<file path="src/hw/vga_pkg.sv">
`default_nettype none

package vga_pkg;

  // pixel position, also used for the raw counters
  typedef logic [11:0] coord_t;

  // 4 bits per channel, red in the top nibble
  typedef logic [11:0] rgb_t;

  // 1024x768 XGA, syncs active low
  localparam int H_ACTIVE = 1024;
  localparam int H_FRONT  = 24;
  localparam int H_SYNC   = 136;
  localparam int H_TOTAL  = 1344;

  localparam int V_ACTIVE = 768;
  localparam int V_FRONT  = 3;
  localparam int V_SYNC   = 6;
  localparam int V_TOTAL  = 806;

endpackage

`default_nettype wire

</file>
<file path="src/hw/game_pkg.sv">
`default_nettype none

package game_pkg;

  typedef enum logic [1:0] {
    MENU,
    PLAY,
    OVER
  } game_state_t;

  typedef logic [1:0] hp_t;

  // hit points at game start
  localparam hp_t HP_MAX = 2'd3;

  // outer edges of the play area
  localparam int TOP_V_LINE    = 317;
  localparam int BOTTOM_V_LINE = 617;
  localparam int LEFT_H_LINE   = 361;
  localparam int RIGHT_H_LINE  = 661;

  localparam int BORDER      = 7;
  localparam int PILLAR_W    = 16;
  localparam int CURSOR_SIZE = 4;

  localparam vga_pkg::rgb_t OUTSIDE_COLOR = 12'h124;
  localparam vga_pkg::rgb_t BORDER_COLOR  = 12'hbbb;
  localparam vga_pkg::rgb_t FIELD_COLOR   = 12'h031;
  // field tint once the hit points run out
  localparam vga_pkg::rgb_t OVER_COLOR    = 12'h700;
  localparam vga_pkg::rgb_t PILLAR_COLOR  = 12'hf80;
  localparam vga_pkg::rgb_t CURSOR_COLOR  = 12'hfff;

endpackage

`default_nettype wire

</file>
<file path="src/hw/vga_timing.sv">
`default_nettype none

module vga_timing #(
  parameter int H_ACTIVE = vga_pkg::H_ACTIVE,
  parameter int H_FRONT  = vga_pkg::H_FRONT,
  parameter int H_SYNC   = vga_pkg::H_SYNC,
  parameter int H_TOTAL  = vga_pkg::H_TOTAL,
  parameter int V_ACTIVE = vga_pkg::V_ACTIVE,
  parameter int V_FRONT  = vga_pkg::V_FRONT,
  parameter int V_SYNC   = vga_pkg::V_SYNC,
  parameter int V_TOTAL  = vga_pkg::V_TOTAL
) (
  input  wire             pclk,
  input  wire             rst,
  output vga_pkg::coord_t hcount,
  output vga_pkg::coord_t vcount,
  output logic            hsync,
  output logic            vsync,
  output logic            blank
);

  vga_pkg::coord_t hcount_nxt;
  vga_pkg::coord_t vcount_nxt;

  always_comb begin
    hcount_nxt = hcount + 1'b1;
    vcount_nxt = vcount;
    if (hcount == H_TOTAL - 1) begin
      hcount_nxt = '0;
      if (vcount == V_TOTAL - 1) begin
        vcount_nxt = '0;
      end else begin
        vcount_nxt = vcount + 1'b1;
      end
    end
  end

  // sync and blank follow the next count so all outputs line up
  always_ff @(posedge pclk) begin
    if (rst) begin
      hcount <= '0;
      vcount <= '0;
      hsync  <= 1'b1;
      vsync  <= 1'b1;
      blank  <= 1'b0;
    end else begin
      hcount <= hcount_nxt;
      vcount <= vcount_nxt;
      hsync  <= !(hcount_nxt >= H_ACTIVE + H_FRONT &&
                  hcount_nxt < H_ACTIVE + H_FRONT + H_SYNC);
      vsync  <= !(vcount_nxt >= V_ACTIVE + V_FRONT &&
                  vcount_nxt < V_ACTIVE + V_FRONT + V_SYNC);
      blank  <= (hcount_nxt >= H_ACTIVE) || (vcount_nxt >= V_ACTIVE);
    end
  end

  assert property (@(posedge pclk) disable iff (rst)
    hcount < H_TOTAL && vcount < V_TOTAL);

endmodule

`default_nettype wire

</file>
<file path="src/hw/game_control.sv">
`default_nettype none

module game_control (
  input  wire                   pclk,
  input  wire                   rst,
  input  wire                   game_button,
  input  wire                   menu_button,
  input  wire                   hit,
  output game_pkg::game_state_t state,
  output logic                  game_over
);

  game_pkg::hp_t hp;

  always_ff @(posedge pclk) begin
    if (rst) begin
      state <= game_pkg::MENU;
      hp    <= '0;
    end else if (menu_button) begin
      // menu wins over everything else
      state <= game_pkg::MENU;
    end else begin
      case (state)
        game_pkg::MENU: begin
          if (game_button) begin
            state <= game_pkg::PLAY;
            hp    <= game_pkg::HP_MAX;
          end
        end
        game_pkg::PLAY: begin
          if (hit) begin
            hp <= hp - 1'b1;
            if (hp == 2'd1) begin
              state <= game_pkg::OVER;
            end
          end
        end
        game_pkg::OVER: begin
          state <= game_pkg::OVER;
        end
        default: begin
          state <= game_pkg::MENU;
        end
      endcase
    end
  end

  assign game_over = (state == game_pkg::OVER);

  // a live game always has at least one hit point left
  assert property (@(posedge pclk) disable iff (rst)
    state == game_pkg::PLAY |-> hp != '0 && hp <= game_pkg::HP_MAX);

endmodule

`default_nettype wire

</file>
<file path="src/hw/pillar_obstacle.sv">
`default_nettype none

module pillar_obstacle #(
  parameter int V_ACTIVE      = vga_pkg::V_ACTIVE,
  parameter int TOP_V_LINE    = game_pkg::TOP_V_LINE,
  parameter int BOTTOM_V_LINE = game_pkg::BOTTOM_V_LINE,
  parameter int LEFT_H_LINE   = game_pkg::LEFT_H_LINE,
  parameter int RIGHT_H_LINE  = game_pkg::RIGHT_H_LINE,
  parameter int BORDER        = game_pkg::BORDER,
  parameter int PILLAR_W      = game_pkg::PILLAR_W
) (
  input  wire                   pclk,
  input  wire                   rst,
  input  wire vga_pkg::coord_t  hcount,
  input  wire vga_pkg::coord_t  vcount,
  input  wire vga_pkg::coord_t  xpos,
  input  wire vga_pkg::coord_t  ypos,
  input  wire game_pkg::game_state_t state,
  output vga_pkg::coord_t       pillar_x,
  output logic                  hit
);

  // travel range of the pillar's left edge
  localparam vga_pkg::coord_t X_MIN = vga_pkg::coord_t'(LEFT_H_LINE + BORDER);
  localparam vga_pkg::coord_t X_MAX = vga_pkg::coord_t'(RIGHT_H_LINE - BORDER - PILLAR_W);
  localparam int Y_MIN = TOP_V_LINE + BORDER;
  localparam int Y_MAX = BOTTOM_V_LINE - BORDER;

  logic frame_event;
  logic cursor_in_pillar;
  logic moving_right;

  // start of vertical blanking
  assign frame_event = (hcount == '0) && (vcount == V_ACTIVE);

  assign cursor_in_pillar = (xpos >= pillar_x) && (xpos < pillar_x + PILLAR_W) &&
                            (ypos >= Y_MIN) && (ypos < Y_MAX);

  always_ff @(posedge pclk) begin
    if (rst || state != game_pkg::PLAY) begin
      pillar_x     <= X_MIN;
      moving_right <= 1'b1;
      hit          <= 1'b0;
    end else begin
      hit <= frame_event && cursor_in_pillar;
      if (frame_event) begin
        if (moving_right && pillar_x == X_MAX) begin
          moving_right <= 1'b0;
          pillar_x     <= pillar_x - 1'b1;
        end else if (!moving_right && pillar_x == X_MIN) begin
          moving_right <= 1'b1;
          pillar_x     <= pillar_x + 1'b1;
        end else if (moving_right) begin
          pillar_x <= pillar_x + 1'b1;
        end else begin
          pillar_x <= pillar_x - 1'b1;
        end
      end
    end
  end

  assert property (@(posedge pclk) disable iff (rst)
    pillar_x >= X_MIN && pillar_x <= X_MAX);

endmodule

`default_nettype wire

</file>
<file path="src/hw/draw_background.sv">
`default_nettype none

module draw_background #(
  parameter int TOP_V_LINE    = game_pkg::TOP_V_LINE,
  parameter int BOTTOM_V_LINE = game_pkg::BOTTOM_V_LINE,
  parameter int LEFT_H_LINE   = game_pkg::LEFT_H_LINE,
  parameter int RIGHT_H_LINE  = game_pkg::RIGHT_H_LINE,
  parameter int BORDER        = game_pkg::BORDER
) (
  input  wire                        pclk,
  input  wire                        rst,
  input  wire vga_pkg::coord_t       hcount_in,
  input  wire vga_pkg::coord_t       vcount_in,
  input  wire                        hsync_in,
  input  wire                        vsync_in,
  input  wire                        blank_in,
  input  wire game_pkg::game_state_t state,
  output vga_pkg::coord_t            hcount_out,
  output vga_pkg::coord_t            vcount_out,
  output logic                       hsync_out,
  output logic                       vsync_out,
  output logic                       blank_out,
  output vga_pkg::rgb_t              rgb_out
);

  logic          in_outer;
  logic          in_inner;
  vga_pkg::rgb_t rgb_nxt;

  assign in_outer = (hcount_in >= LEFT_H_LINE) && (hcount_in < RIGHT_H_LINE) &&
                    (vcount_in >= TOP_V_LINE) && (vcount_in < BOTTOM_V_LINE);
  assign in_inner = (hcount_in >= LEFT_H_LINE + BORDER) &&
                    (hcount_in < RIGHT_H_LINE - BORDER) &&
                    (vcount_in >= TOP_V_LINE + BORDER) &&
                    (vcount_in < BOTTOM_V_LINE - BORDER);

  always_comb begin
    if (in_inner) begin
      rgb_nxt = (state == game_pkg::OVER) ? game_pkg::OVER_COLOR : game_pkg::FIELD_COLOR;
    end else if (in_outer) begin
      rgb_nxt = game_pkg::BORDER_COLOR;
    end else begin
      rgb_nxt = game_pkg::OUTSIDE_COLOR;
    end
  end

  always_ff @(posedge pclk) begin
    hcount_out <= hcount_in;
    vcount_out <= vcount_in;
    rgb_out    <= rgb_nxt;
    if (rst) begin
      hsync_out <= 1'b1;
      vsync_out <= 1'b1;
      blank_out <= 1'b1;
    end else begin
      hsync_out <= hsync_in;
      vsync_out <= vsync_in;
      blank_out <= blank_in;
    end
  end

endmodule

`default_nettype wire

</file>
<file path="src/hw/draw_obstacle.sv">
`default_nettype none

module draw_obstacle #(
  parameter int TOP_V_LINE    = game_pkg::TOP_V_LINE,
  parameter int BOTTOM_V_LINE = game_pkg::BOTTOM_V_LINE,
  parameter int BORDER        = game_pkg::BORDER,
  parameter int PILLAR_W      = game_pkg::PILLAR_W
) (
  input  wire                        pclk,
  input  wire                        rst,
  input  wire vga_pkg::coord_t       hcount_in,
  input  wire vga_pkg::coord_t       vcount_in,
  input  wire                        hsync_in,
  input  wire                        vsync_in,
  input  wire                        blank_in,
  input  wire vga_pkg::rgb_t         rgb_in,
  input  wire game_pkg::game_state_t state,
  input  wire vga_pkg::coord_t       pillar_x,
  output vga_pkg::coord_t            hcount_out,
  output vga_pkg::coord_t            vcount_out,
  output logic                       hsync_out,
  output logic                       vsync_out,
  output logic                       blank_out,
  output vga_pkg::rgb_t              rgb_out
);

  logic in_pillar;

  // pillar spans the whole inner field height
  assign in_pillar = (state == game_pkg::PLAY) &&
                     (hcount_in >= pillar_x) && (hcount_in < pillar_x + PILLAR_W) &&
                     (vcount_in >= TOP_V_LINE + BORDER) &&
                     (vcount_in < BOTTOM_V_LINE - BORDER);

  always_ff @(posedge pclk) begin
    hcount_out <= hcount_in;
    vcount_out <= vcount_in;
    rgb_out    <= in_pillar ? game_pkg::PILLAR_COLOR : rgb_in;
    if (rst) begin
      hsync_out <= 1'b1;
      vsync_out <= 1'b1;
      blank_out <= 1'b1;
    end else begin
      hsync_out <= hsync_in;
      vsync_out <= vsync_in;
      blank_out <= blank_in;
    end
  end

endmodule

`default_nettype wire

</file>
<file path="src/hw/draw_cursor.sv">
`default_nettype none

module draw_cursor (
  input  wire                  pclk,
  input  wire                  rst,
  input  wire vga_pkg::coord_t hcount_in,
  input  wire vga_pkg::coord_t vcount_in,
  input  wire                  hsync_in,
  input  wire                  vsync_in,
  input  wire                  blank_in,
  input  wire vga_pkg::rgb_t   rgb_in,
  input  wire vga_pkg::coord_t xpos,
  input  wire vga_pkg::coord_t ypos,
  output logic                 hs,
  output logic                 vs,
  output logic [3:0]           r,
  output logic [3:0]           g,
  output logic [3:0]           b
);

  logic          in_cursor;
  vga_pkg::rgb_t rgb_nxt;

  // square with its top left corner at the cursor point
  assign in_cursor = (hcount_in >= xpos) && (hcount_in < xpos + game_pkg::CURSOR_SIZE) &&
                     (vcount_in >= ypos) && (vcount_in < ypos + game_pkg::CURSOR_SIZE);

  always_comb begin
    if (blank_in) begin
      rgb_nxt = '0;
    end else if (in_cursor) begin
      rgb_nxt = game_pkg::CURSOR_COLOR;
    end else begin
      rgb_nxt = rgb_in;
    end
  end

  always_ff @(posedge pclk) begin
    if (rst) begin
      hs        <= 1'b1;
      vs        <= 1'b1;
      {r, g, b} <= '0;
    end else begin
      hs        <= hsync_in;
      vs        <= vsync_in;
      {r, g, b} <= rgb_nxt;
    end
  end

endmodule

`default_nettype wire

</file>
<file path="src/hw/game_top.sv">
`default_nettype none

module game_top #(
  parameter int H_ACTIVE      = vga_pkg::H_ACTIVE,
  parameter int H_FRONT       = vga_pkg::H_FRONT,
  parameter int H_SYNC        = vga_pkg::H_SYNC,
  parameter int H_TOTAL       = vga_pkg::H_TOTAL,
  parameter int V_ACTIVE      = vga_pkg::V_ACTIVE,
  parameter int V_FRONT       = vga_pkg::V_FRONT,
  parameter int V_SYNC        = vga_pkg::V_SYNC,
  parameter int V_TOTAL       = vga_pkg::V_TOTAL,
  parameter int TOP_V_LINE    = game_pkg::TOP_V_LINE,
  parameter int BOTTOM_V_LINE = game_pkg::BOTTOM_V_LINE,
  parameter int LEFT_H_LINE   = game_pkg::LEFT_H_LINE,
  parameter int RIGHT_H_LINE  = game_pkg::RIGHT_H_LINE,
  parameter int BORDER        = game_pkg::BORDER,
  parameter int PILLAR_W      = game_pkg::PILLAR_W
) (
  input  wire                  pclk,
  input  wire                  rst,
  input  wire                  game_button,
  input  wire                  menu_button,
  input  wire vga_pkg::coord_t xpos,
  input  wire vga_pkg::coord_t ypos,
  output logic                 hs,
  output logic                 vs,
  output logic [3:0]           r,
  output logic [3:0]           g,
  output logic [3:0]           b,
  output logic                 game_over
);

  vga_pkg::coord_t       hcount_tim, vcount_tim, hcount_bg, vcount_bg, hcount_obs, vcount_obs;
  logic                  hsync_tim, vsync_tim, blank_tim;
  logic                  hsync_bg, vsync_bg, blank_bg;
  logic                  hsync_obs, vsync_obs, blank_obs;
  vga_pkg::rgb_t         rgb_bg, rgb_obs;
  vga_pkg::coord_t       pillar_x;
  logic                  hit;
  game_pkg::game_state_t state;

  vga_timing #(
    .H_ACTIVE(H_ACTIVE), .H_FRONT(H_FRONT), .H_SYNC(H_SYNC), .H_TOTAL(H_TOTAL),
    .V_ACTIVE(V_ACTIVE), .V_FRONT(V_FRONT), .V_SYNC(V_SYNC), .V_TOTAL(V_TOTAL)
  ) u_vga_timing (
    .pclk(pclk), .rst(rst),
    .hcount(hcount_tim), .vcount(vcount_tim),
    .hsync(hsync_tim), .vsync(vsync_tim), .blank(blank_tim)
  );

  // game side
  game_control u_game_control (
    .pclk(pclk), .rst(rst),
    .game_button(game_button), .menu_button(menu_button), .hit(hit),
    .state(state), .game_over(game_over)
  );

  pillar_obstacle #(
    .V_ACTIVE(V_ACTIVE),
    .TOP_V_LINE(TOP_V_LINE), .BOTTOM_V_LINE(BOTTOM_V_LINE),
    .LEFT_H_LINE(LEFT_H_LINE), .RIGHT_H_LINE(RIGHT_H_LINE),
    .BORDER(BORDER), .PILLAR_W(PILLAR_W)
  ) u_pillar_obstacle (
    .pclk(pclk), .rst(rst),
    .hcount(hcount_tim), .vcount(vcount_tim),
    .xpos(xpos), .ypos(ypos), .state(state),
    .pillar_x(pillar_x), .hit(hit)
  );

  // drawing pipeline, one cycle per stage
  draw_background #(
    .TOP_V_LINE(TOP_V_LINE), .BOTTOM_V_LINE(BOTTOM_V_LINE),
    .LEFT_H_LINE(LEFT_H_LINE), .RIGHT_H_LINE(RIGHT_H_LINE), .BORDER(BORDER)
  ) u_draw_background (
    .pclk(pclk), .rst(rst),
    .hcount_in(hcount_tim), .vcount_in(vcount_tim),
    .hsync_in(hsync_tim), .vsync_in(vsync_tim), .blank_in(blank_tim), .state(state),
    .hcount_out(hcount_bg), .vcount_out(vcount_bg),
    .hsync_out(hsync_bg), .vsync_out(vsync_bg), .blank_out(blank_bg), .rgb_out(rgb_bg)
  );

  draw_obstacle #(
    .TOP_V_LINE(TOP_V_LINE), .BOTTOM_V_LINE(BOTTOM_V_LINE),
    .BORDER(BORDER), .PILLAR_W(PILLAR_W)
  ) u_draw_obstacle (
    .pclk(pclk), .rst(rst),
    .hcount_in(hcount_bg), .vcount_in(vcount_bg),
    .hsync_in(hsync_bg), .vsync_in(vsync_bg), .blank_in(blank_bg), .rgb_in(rgb_bg),
    .state(state), .pillar_x(pillar_x),
    .hcount_out(hcount_obs), .vcount_out(vcount_obs),
    .hsync_out(hsync_obs), .vsync_out(vsync_obs), .blank_out(blank_obs), .rgb_out(rgb_obs)
  );

  draw_cursor u_draw_cursor (
    .pclk(pclk), .rst(rst),
    .hcount_in(hcount_obs), .vcount_in(vcount_obs),
    .hsync_in(hsync_obs), .vsync_in(vsync_obs), .blank_in(blank_obs), .rgb_in(rgb_obs),
    .xpos(xpos), .ypos(ypos),
    .hs(hs), .vs(vs), .r(r), .g(g), .b(b)
  );

endmodule

`default_nettype wire

</file>
<file path="config.mk">
export PLATFORM = sky130hd
export DESIGN_NAME = game_top
export DESIGN_NICKNAME = d
export VERILOG_FILES = /design/src/hw/vga_pkg.sv /design/src/hw/game_pkg.sv /design/src/hw/vga_timing.sv /design/src/hw/game_control.sv /design/src/hw/pillar_obstacle.sv /design/src/hw/draw_background.sv /design/src/hw/draw_obstacle.sv /design/src/hw/draw_cursor.sv /design/src/hw/game_top.sv
export SDC_FILE = /design/constraint.sdc
export NUM_CORES = 1
export LEC_CHECK = 0
export ABC_AREA = 1
export BUFFER_PORTS_ARGS = -buffer_cell sky130_fd_sc_hd__buf_2
export CORE_ASPECT_RATIO = 1.25
export CORE_MARGIN = 5
export CORE_UTILIZATION = 30
export DETAILED_ROUTE_END_ITERATION = 10
export MAX_ROUTING_LAYER = met4
export PLACE_DENSITY = 0.57
export SYNTH_ARGS = -nofsm -noshare
export SYNTH_HDL_FRONTEND = slang
export SYNTH_SLANG_ARGS = --single-unit
</file>
<file path="constraint.sdc">
create_clock -name pclk -period 2.45 [get_ports pclk]
set_clock_uncertainty 0.2 [all_clocks]
set_input_delay 0.1225 -clock pclk [delete_from_list [all_inputs] [get_ports pclk]]
set_output_delay 0.1225 -clock pclk [all_outputs]
set_load 0.005 [all_outputs]
</file>
==> run metrics, run 1 <==
CTS Buf Count 17; global-route wire length before repair 33410 um; GRT Resource Usage Total between 10% and 20%; slowest cell on the critical path dfxtp_1; ys flop type dfxtp_1; root buffer selected by CTS clkbuf_16; Seq/Total Area, Yosys 32.70%; largest net degree at the start of global routing 31; Crit path top cell by count nand2_1; post-synthesis cell area about 7700 um2; Final nets 1274; Netlist cell types 44; GRT Residual Overflow 0; Die X 152.9 um; die area 28820 um2; Iteration-0 DRC Markers ~480; # diodes 0; initial antenna violation count 0; Final Worst Setup Slack 181.6 ps; vias in the first global route 6988; Max VDD drop 0.0003277 V; Max H-tree Level 4; WP data required 2570 ps; EDFF count, synth 0; share of power burned in registers roughly 40%; slew of the pin with the lowest slew margin around 540 ps; Post-Syn Area per Cell roughly 7.3 um2; Tcrit/Tclk final 92.59%; Die Span Y 188.6 um; Rows 65; Top Ports 43; deepest clock path buffer count 2; WP data arrival 2390 ps; setup_tns 0 ps; RSZ-0062 raised after global routing no; Final Hold Fails 0; net count after synthesis ~1200; via/cell ratio 4.657; fin util 36.94%; clk sinks approximately 130; final wirelength slightly above 20000 um; switching share of total power 23.59%; port bufs 42; CP startpoint kind register; Critical Path Fanout Max 8; post-route ant nets 0; Max Slew Vio Count 0; f_max 440.8 MHz; dpl ws -8.072 ps; fill count 2616; vias between 6000 and 7000; Largest stage delay, worst path between 400 and 500 ps; #FFs+latches synth 125; clk_lat worst skew 430 ps; warnings from Yosys 0; outcome finished, final reports clean; share of layout cells above drive strength 1 14.93%; P_int 3.910 mW; starting density of the core 30.35%; P_sw 1.207 mW; Area growth, synth to finish 21.71%; buffers and inverters on the worst path 1; max_slew headroom 63.99%; Synth async-reset ratio 0%; routability congestion estimate ~0.91; worst hold path class input pin to register; Max-cap violations 0; core area 25210 um2; Reg clk slew, reported paths roughly 60 ps; clock share of power 53.2%; cells along the critical path nand2_1 -> nor2_1 -> nand2_1 -> nor2_2 -> xor2_1 -> ha_1 -> a31oi_1 -> o21ai_1 -> nand2_1 -> nand3_4 -> nand2_1 -> inv_1; Tmin final 2268 ps; Crit. End Element register; TritonRoute pass-1 iters 5; Power Density 549.4 nW/um2; share of power burned in combinational logic under 10%; DP Wirelength 16300 um; CP Class register to register; LEAKAGE 4.583 nW; Top delay family on crit path simple AND/OR/NAND/NOR gates; Final setup viols 0; CTS tree yes; Synth Instances 1042; # DRC 0; wire per inst 13.57 um
## cells in the mapped netlist, drive strengths merged, types with 10 or more instances
master,instances,area share [%]
nand4,21,1.7
xor2,34,4.0
inv,141,6.9
buf,11,1.0
a21oi,59,3.9
ha,100,16
o211ai,10,0.98
o21ai,37,2.4
nor3,29,2.2
nand3,75,5.3
nand2,232,12
dfxtp,125,33
nor2,108,5.7
## layer usage
| layer | global-route usage, % | up-vias | wire (um) |
|---|---|---|---|
| li1 | - | 3613 | - |
| met1 | 15.87 | 3128 | 8399 |
| met2 | 25.69 | 153 | 10090 |
| met3 | 2.573 | 63 | 679 |
| met4 | 7.919 | 0 | 1097 |
| met5 | - | - | 0 |
## state kept, by name, summed over array words and instances, names as in the netlist, 2 cells and up
signal and cells:
u_draw_background.hcount_out 12, u_draw_background.rgb_out 7, u_draw_background.vcount_out 12, u_draw_cursor.b 2, u_draw_cursor.g 4, u_draw_cursor.r 3
u_draw_obstacle.hcount_out 12, u_draw_obstacle.rgb_out 8, u_draw_obstacle.vcount_out 12, u_game_control.hp 2, u_game_control.state 2, u_pillar_obstacle.pillar_x 12
u_vga_timing.hcount 12, u_vga_timing.vcount 12
## worst paths after layout
path	endpoint	slack, ps	cells after the start	startpoint
max	u_draw_obstacle.rgb_out[2]$_SDFF_PP0_	180	12	u_pillar_obstacle.pillar_x[7]$_SDFFE_PP0P_
max reg2reg	u_draw_obstacle.rgb_out[2]$_SDFF_PP0_	180	12	u_pillar_obstacle.pillar_x[7]$_SDFFE_PP0P_
min reg2reg	u_draw_obstacle.vcount_out[0]$_DFF_P_	130	0	u_draw_background.vcount_out[0]$_DFF_P_
min	u_game_control.hp[1]$_SDFFE_PP0P_	5	4	game_button
## power groups by stage
stage,combinational (mW),sequential (mW),clock [mW]
after floorplan,0.199,2.11,0
after global placement,0.320,2.11,0
after detailed placement,0.326,2.11,0
after CTS,0.332,2.07,2.78
after global routing,0.379,2.07,2.87
final,0.326,2.07,2.72
## worst reg2reg max path, delay by kind of cell (launching register included)
kind,cells,cell delay (ps)
AOI/OAI and AO/OA,2,260
xor gates and xnor gates,1,220
adders and majority gates,1,280
buffers and inverters,1,30
DFF,1,420
and+or+nand+nor,7,780
## repair_timing
action	CTS	global route
buffers inserted	0	0
setup endpoints to repair	0	17
hold buffers	3	0
gates resized for setup	0	9
endpoints found under the hold margin	7	0
## cell usage in the layout, fill, tap and decap left out, drive strengths merged, types with 2 or more instances in the layout
| master | synthesis | final |
|---|---|---|
| o21ai | 37 | 37 |
| a21oi | 59 | 59 |
| bufinv | 0 | 4 |
| or2 | 8 | 8 |
| o211ai | 10 | 10 |
| ha | 100 | 100 |
| inv | 141 | 146 |
| nand2 | 232 | 232 |
| nor2 | 108 | 108 |
| a211oi | 3 | 3 |
| nand3b | 6 | 6 |
| a21boi | 2 | 2 |
| dfxtp | 125 | 125 |
| nand3 | 75 | 75 |
| buf | 11 | 98 |
| nand4 | 21 | 21 |
| clkinv | 3 | 7 |
| clkbuf | 5 | 18 |
| xnor2 | 7 | 7 |
| nor3 | 29 | 29 |
| dlygate4sd3 | 0 | 3 |
| o21a | 5 | 5 |
| a31oi | 6 | 6 |
| o21bai | 3 | 3 |
| xor2 | 34 | 34 |
| nor4 | 5 | 5 |
## final cells by class
class | count | area (um2) | share of cell area (%)
multi-input cells | 757 | 4539 | 48.74
flip-flops and latches | 125 | 2506 | 26.91
repair buffers | 101 | 673.1 | 7.227
inverters | 144 | 540.5 | 5.803
clock buffers | 18 | 429.2 | 4.608
well taps | 335 | 419.2 | 4.500
clock inverters | 14 | 206.4 | 2.217
## metrics by stage
step           std cells  hold slack [ps]  total power [mW]  cell area (um2)
3_5_place_dp        1459            116.4             2.441             8620
2_1_floorplan       1042            96.19             2.310             7652
4_1_cts             1494           0.2784             5.179             9285
6_report            1494            4.835             5.117             9314
5_1_grt             1494            85.40             5.326             9314
3_3_place_gp        1459            110.2             2.434             8620
## kinds of logic after synthesis
group,count (synthesis),synth area share (%)
AND/OR/NAND/NOR,488,28.53
AO/OA/AOI/OAI,128,9.320
adder cells (fa/ha/maj),100,16.35
XOR/XNOR,41,4.791
buffers and inverters,160,8.306
flip-flops,125,32.70
Note: power is estimated with default switching activity, not from simulation.
==> run 2: changes to the inputs <==
==> constraint.sdc (replaced) <==
create_clock -name pclk -period 2.45 [get_ports pclk]
set_clock_uncertainty 0.2 [all_clocks]
set_input_delay 0.3675 -clock pclk [delete_from_list [all_inputs] [get_ports pclk]]
set_output_delay 0.3675 -clock pclk [all_outputs]
set_load 0.005 [all_outputs]
==> run metrics, run 2 (synthesis results as in run 1) <==
Top delay family on crit path simple AND/OR/NAND/NOR gates (unchanged); Finished Cell Area 9355 um2 (was 9314 um2); via/cell ratio 4.609 (was 4.657); met2 WL post-DR 10200 um (was 10090 um); area of the multi-input gates 4549 um2 (was 4539 um2); starting density of the core 30.35% (unchanged); share of power burned in combinational logic 7.2% (was 6.4%); Max Slew Vio Count 0 (unchanged); wire per inst 13.21 um (was 13.57 um); met1 WL 8370 um (was 8399 um); dpl cell area 8762 um2 (was 8620 um2); Final Hold Fails 0 (unchanged); core area 25210 um2 (unchanged); Seq. cell area 2506 um2 (unchanged); cells along the critical path nand3_2 -> buf_4 -> xor2_1 -> buf_4 -> ha_1 -> nand2_1 -> nor2_1 -> a211oi_1 -> nand2_1 -> nand4_1 -> nand3_1 -> nor2_1 (was nand2_1 -> nor2_1 -> nand2_1 -> nor2_2 -> xor2_1 -> ha_1 -> a31oi_1 -> o21ai_1 -> nand2_1 -> nand3_4 -> nand2_1 -> inv_1); fill count 2665 (was 2616); share of power burned in registers 43.9% (was 40.5%); Iteration-0 DRC Markers 417 (was 475); WP data required 2570 ps (about the same); Critical Path Fanout Max 5 (was 8); buffers and inverters on the worst path 2 (was 1); slew of the pin with the lowest slew margin 578.4 ps (was 538.2 ps); Max-cap violations 0 (unchanged); switching share of total power 25.52% (was 23.59%); CP startpoint kind register (unchanged); CP Class register to register (unchanged); worst hold path class input pin to register (unchanged); Power Density 504.0 nW/um2 (was 549.4 nW/um2); most frequent cells in the layout nand2_1, inv_1, dfxtp_1 (unchanged); vias 6964 (was 6957); Final Worst Setup Slack 180.6 ps (was 181.6 ps); port bufs 42 (unchanged); Tcrit/Tclk final 92.63% (was 92.59%); largest net degree at the start of global routing 31 (unchanged); Top Ports 43 (unchanged); clk sinks 125 (unchanged); Max VDD drop 0.0003216 V (was 0.0003277 V); Final setup viols 0 (unchanged); Largest stage delay, worst path 380 ps (was 420 ps); slowest cell on the critical path dfxtp_2 (was dfxtp_1); LEAKAGE 4.634 nW (was 4.583 nW); Tmin final 2269 ps (was 2268 ps); # DRC 0 (unchanged); outcome finished, final reports clean (unchanged); CTS tree yes (unchanged); root buffer selected by CTS clkbuf_16 (unchanged); WP data arrival 2380 ps (was 2390 ps); clock share of power 48.9% (was 53.2%); Reg clk slew, reported paths 60 ps (about the same); Final nets 1291 (was 1274); CTS Buf Count 17 (unchanged); global-route wire length before repair 33020 um (was 33410 um); placed cells 1478 (was 1459); die area 28820 um2 (unchanged); fin util 37.11% (was 36.94%); GRT Residual Overflow 0 (unchanged); GRT Resource Usage Total 14.51% (was 14.71%); Crit. End Element register (unchanged); DP Wirelength 16320 um (was 16300 um); commonest non-fill, non-tap cell in the layout nand2_1 (unchanged); routability congestion estimate 0.8695 (was 0.9095); TritonRoute pass-1 iters 5 (unchanged); P_sw 1.203 mW (was 1.207 mW); Die Span Y 188.6 um (unchanged); Cell Count, Final, Fillers Out 1511 (was 1494); f_max 440.6 MHz (was 440.8 MHz); top sig layer met4 (unchanged); Rows 65 (unchanged); Max H-tree Level 4 (unchanged); clk_lat worst skew 410 ps (was 430 ps); initial antenna violation count 0 (unchanged); Met3 Routed Length 525 um (was 679 um); vias in the first global route 6950 (was 6988); share of layout cells above drive strength 1 16.75% (was 14.93%); dpl ws -293.8 ps (was -8.072 ps); P_int 3.512 mW (was 3.910 mW); deepest clock path buffer count 2 (unchanged); final wirelength 19960 um (was 20270 um); Total Power 4.715 mW (was 5.117 mW); Area growth, synth to finish 22.25% (was 21.71%); post-route ant nets 0 (unchanged); max_slew headroom 61.30% (was 63.99%); Die X 152.9 um (unchanged); # diodes 0 (unchanged)
==> run 2: repair_timing <==
action,4_1_cts,5_1_grt
setup buffers,0,1
setup endpoints to repair,0,18
hold buffers,0,0
gates resized for setup,0,14
==> run 2: power groups by stage <==
stage	combinational [mW]	sequential (mW)	clock [mW]
6_report	0.338	2.07	2.31
3_3_place_gp	0.333	2.12	0
2_1_floorplan	0.199	2.11	0
5_1_grt	0.394	2.07	2.46
4_1_cts	0.343	2.07	2.37
3_5_place_dp	0.341	2.12	0
==> run 2: per-layer routing <==
| layer | up-vias | global-route usage [%] |
|---|---|---|
| met2 | 123 | 26.00 |
| met3 | 50 | 2.366 |
| li1 | 3657 | - |
| met1 | 3134 | 15.52 |
| met4 | 0 | 7.062 |
| met5 | - | - |
==> run 2: worst reg2reg max path: cells and delay by family (launching register included) <==
family	cells	cell delay [ps]
compound gates	1	160
simple gates	7	710
buf+inv	2	280
fa+ha+maj	1	280
flops	1	380
xor+xnor	1	150
==> run 2: path summary, 6_finish.rpt <==
path                                               from                                     to  slack, ps  cells past startpoint
max          u_pillar_obstacle.pillar_x[5]$_SDFFE_PP1P_       u_pillar_obstacle.hit$_SDFF_PP0_        180                     12
min                                         menu_button   u_game_control.state[0]$_SDFFE_PP0P_         50                      4
max reg2reg  u_pillar_obstacle.pillar_x[5]$_SDFFE_PP1P_       u_pillar_obstacle.hit$_SDFF_PP0_        180                     12
min reg2reg     u_draw_background.vcount_out[0]$_DFF_P_  u_draw_obstacle.vcount_out[0]$_DFF_P_        140                      0
==> run 2: final cells by class <==
cell class / count / share of cell area (%)
clock inverters: 14 / 1.217
clock buffers: 18 / 4.587
multi-input cells: 757 / 48.63
well taps: 335 / 4.480
inverters: 144 / 5.778
repair buffers: 118 / 8.519
flip-flops and latches: 125 / 26.79
==> run 2: metrics by stage <==
stage                     hold WS, ps  TNS, ps
after floorplan                 109.6        0
after global routing            84.21   -32.53
final                           45.18        0
after global placement          110.9    -2159
after detailed placement        123.3    -2567
after CTS                       34.80        0
==> run 3: changes to the inputs <==
--- a/config.mk
+++ b/config.mk
@@ -10,6 +10,7 @@
 export CORE_ASPECT_RATIO = 1.25
 export CORE_MARGIN = 5
 export CORE_UTILIZATION = 30
+export CTS_BUF_LIST = sky130_fd_sc_hd__clkbuf_16
 export DETAILED_ROUTE_END_ITERATION = 10
 export MAX_ROUTING_LAYER = met4
 export PLACE_DENSITY = 0.57
==> run metrics, run 3 (synthesis results as in run 1) <==
Final setup viols 0 (unchanged); routability congestion estimate 0.8695 (unchanged); outcome finished, final reports clean (unchanged); starting density of the core 30.35% (unchanged); Iteration-0 DRC Markers 417 (unchanged); Most Crowded Layer GR met2 (unchanged); met1 Usage GRT 15.52% (unchanged); vias in the first global route 6950 (unchanged); commonest non-fill, non-tap cell in the layout nand2_1 (unchanged); core area 25210 um2 (unchanged); f_max 440.7 MHz (was 440.6 MHz); Rows 65 (unchanged); global-route wire length before repair 33020 um (unchanged); Total Power 4.711 mW (was 4.715 mW); CTS tree yes (unchanged); DP Wirelength 16320 um (unchanged); CP startpoint kind register (unchanged); slew of the pin with the lowest slew margin 578.4 ps (unchanged); root buffer selected by CTS clkbuf_16 (unchanged); most frequent cells in the layout nand2_1, inv_1, dfxtp_1 (unchanged); port bufs 42 (unchanged); Area growth, synth to finish 22.25% (unchanged); share of layout cells above drive strength 1 16.75% (unchanged); GRT Resource Usage Total 14.51% (unchanged); clk sinks 125 (unchanged); Max Slew Vio Count 0 (unchanged); Top Ports 43 (unchanged); TritonRoute pass-1 iters 5 (unchanged); Reg clk slew, reported paths 60 ps (about the same); switching share of total power 25.55% (was 25.52%); # DRC 0 (unchanged); Tmin final 2269 ps (about the same); die area 28820 um2 (unchanged); GRT Residual Overflow 0 (unchanged); CTS Hold Bufs 0 (unchanged); via/cell ratio 4.609 (unchanged); Max-cap violations 0 (unchanged); clk_lat worst skew 410 ps (about the same); worst hold path class input pin to register (unchanged); max_slew headroom 61.30% (unchanged); Die Span Y 188.6 um (unchanged); WP data arrival 2380 ps (about the same); Die X 152.9 um (unchanged); CTS Buf Count 17 (unchanged); largest net degree at the start of global routing 31 (unchanged); initial antenna violation count 0 (unchanged); P_sw 1.204 mW (was 1.203 mW); wire per inst 13.21 um (unchanged); met2 Track Usage GR 26.00% (unchanged); P_int 3.507 mW (was 3.512 mW); clock share of power 48.9% (about the same); LEAKAGE 4.638 nW (was 4.634 nW); # diodes 0 (unchanged); Tcrit/Tclk final 92.62% (was 92.63%); share of power burned in combinational logic 7.2% (about the same); Max VDD drop 0.0003216 V (unchanged); Final nets 1291 (unchanged); worst hold margin 45.18 ps (unchanged); WP data required 2570 ps (about the same); deepest clock path buffer count 2 (unchanged); Power Density 503.6 nW/um2 (was 504.0 nW/um2); Critical Path Fanout Max 5 (unchanged); Final Hold Fails 0 (unchanged); vias 6964 (unchanged); Crit. End Element register (unchanged); CP Class register to register (unchanged); grt met3 use 2.366% (unchanged); final wirelength 19960 um (unchanged); post-route ant nets 0 (unchanged); FF-to-FF setup slack 180 ps (about the same); Max H-tree Level 4 (unchanged); share of power burned in registers 44.0% (was 43.9%)
## run 3: through the flow
stage | area (um2) | instances | utilization [%] | setup slack [ps] | setup TNS (ps)
final | 9355 | 1511 | 37.11 | 180.8 | 0
after global routing | 9355 | 1511 | 37.11 | -13.99 | -31.60
after CTS | 9305 | 1510 | 36.91 | 11.12 | 0
after detailed placement | 8762 | 1478 | 34.75 | -293.8 | -2567
after global placement | 8762 | 1478 | 34.75 | -241.8 | -2159
after floorplan | 7652 | 1042 | - | 222.0 | 0
## run 3: worst max-delay path, cell delays in order (launching register included)
cell      delay (ps)
dfxtp_2          380
nand3_2          110
buf_4            150
xor2_1           150
buf_4            130
ha_1             280
nand2_1           90
nor2_1            50
a211oi_1         160
nand2_1          100
nand4_1           90
nand3_1           70
nor2_1           200
## run 3: area by class of cell
cell class / count / area, um2
fillers: 2665 / 15860
well taps: 335 / 419.2
repair buffers: 118 / 797.0
inverters: 144 / 540.5
clock inverters: 15 / 117.6
multi-input cells: 757 / 4549
flip-flops and latches: 125 / 2506
clock buffers: 17 / 425.4
## run 3: worst paths after layout
kind,from,to,cells after the start
worst max register to register,u_pillar_obstacle.pillar_x[5]$_SDFFE_PP1P_,u_pillar_obstacle.hit$_SDFF_PP0_,12
worst max-delay path,u_pillar_obstacle.pillar_x[5]$_SDFFE_PP1P_,u_pillar_obstacle.hit$_SDFF_PP0_,12
worst min-delay path,menu_button,u_game_control.state[0]$_SDFFE_PP0P_,4
worst min register to register,u_draw_background.vcount_out[0]$_DFF_P_,u_draw_obstacle.vcount_out[0]$_DFF_P_,0
## run 3: power groups by stage
stage / Combinational [mW] / Sequential (mW) / Clock [mW]
finish: 0.338 / 2.07 / 2.30
global route: 0.394 / 2.07 / 2.46
CTS: 0.343 / 2.07 / 2.36
detailed placement: 0.341 / 2.12 / 0
global placement: 0.333 / 2.12 / 0
floorplan: 0.199 / 2.11 / 0
## run 3: what timing repair did
item                                   4_1_cts  5_1_grt
gates resized for setup                      0       14
setup endpoints to repair                    0       18
buffers inserted                             0        1
endpoints found under the hold margin        0        0
## run 3: routing by layer
layer | up-vias | wire [um]
met5 | - | 0
met4 | 0 | 861
met3 | 50 | 525
met2 | 123 | 10200
met1 | 3134 | 8370
li1 | 3657 | -
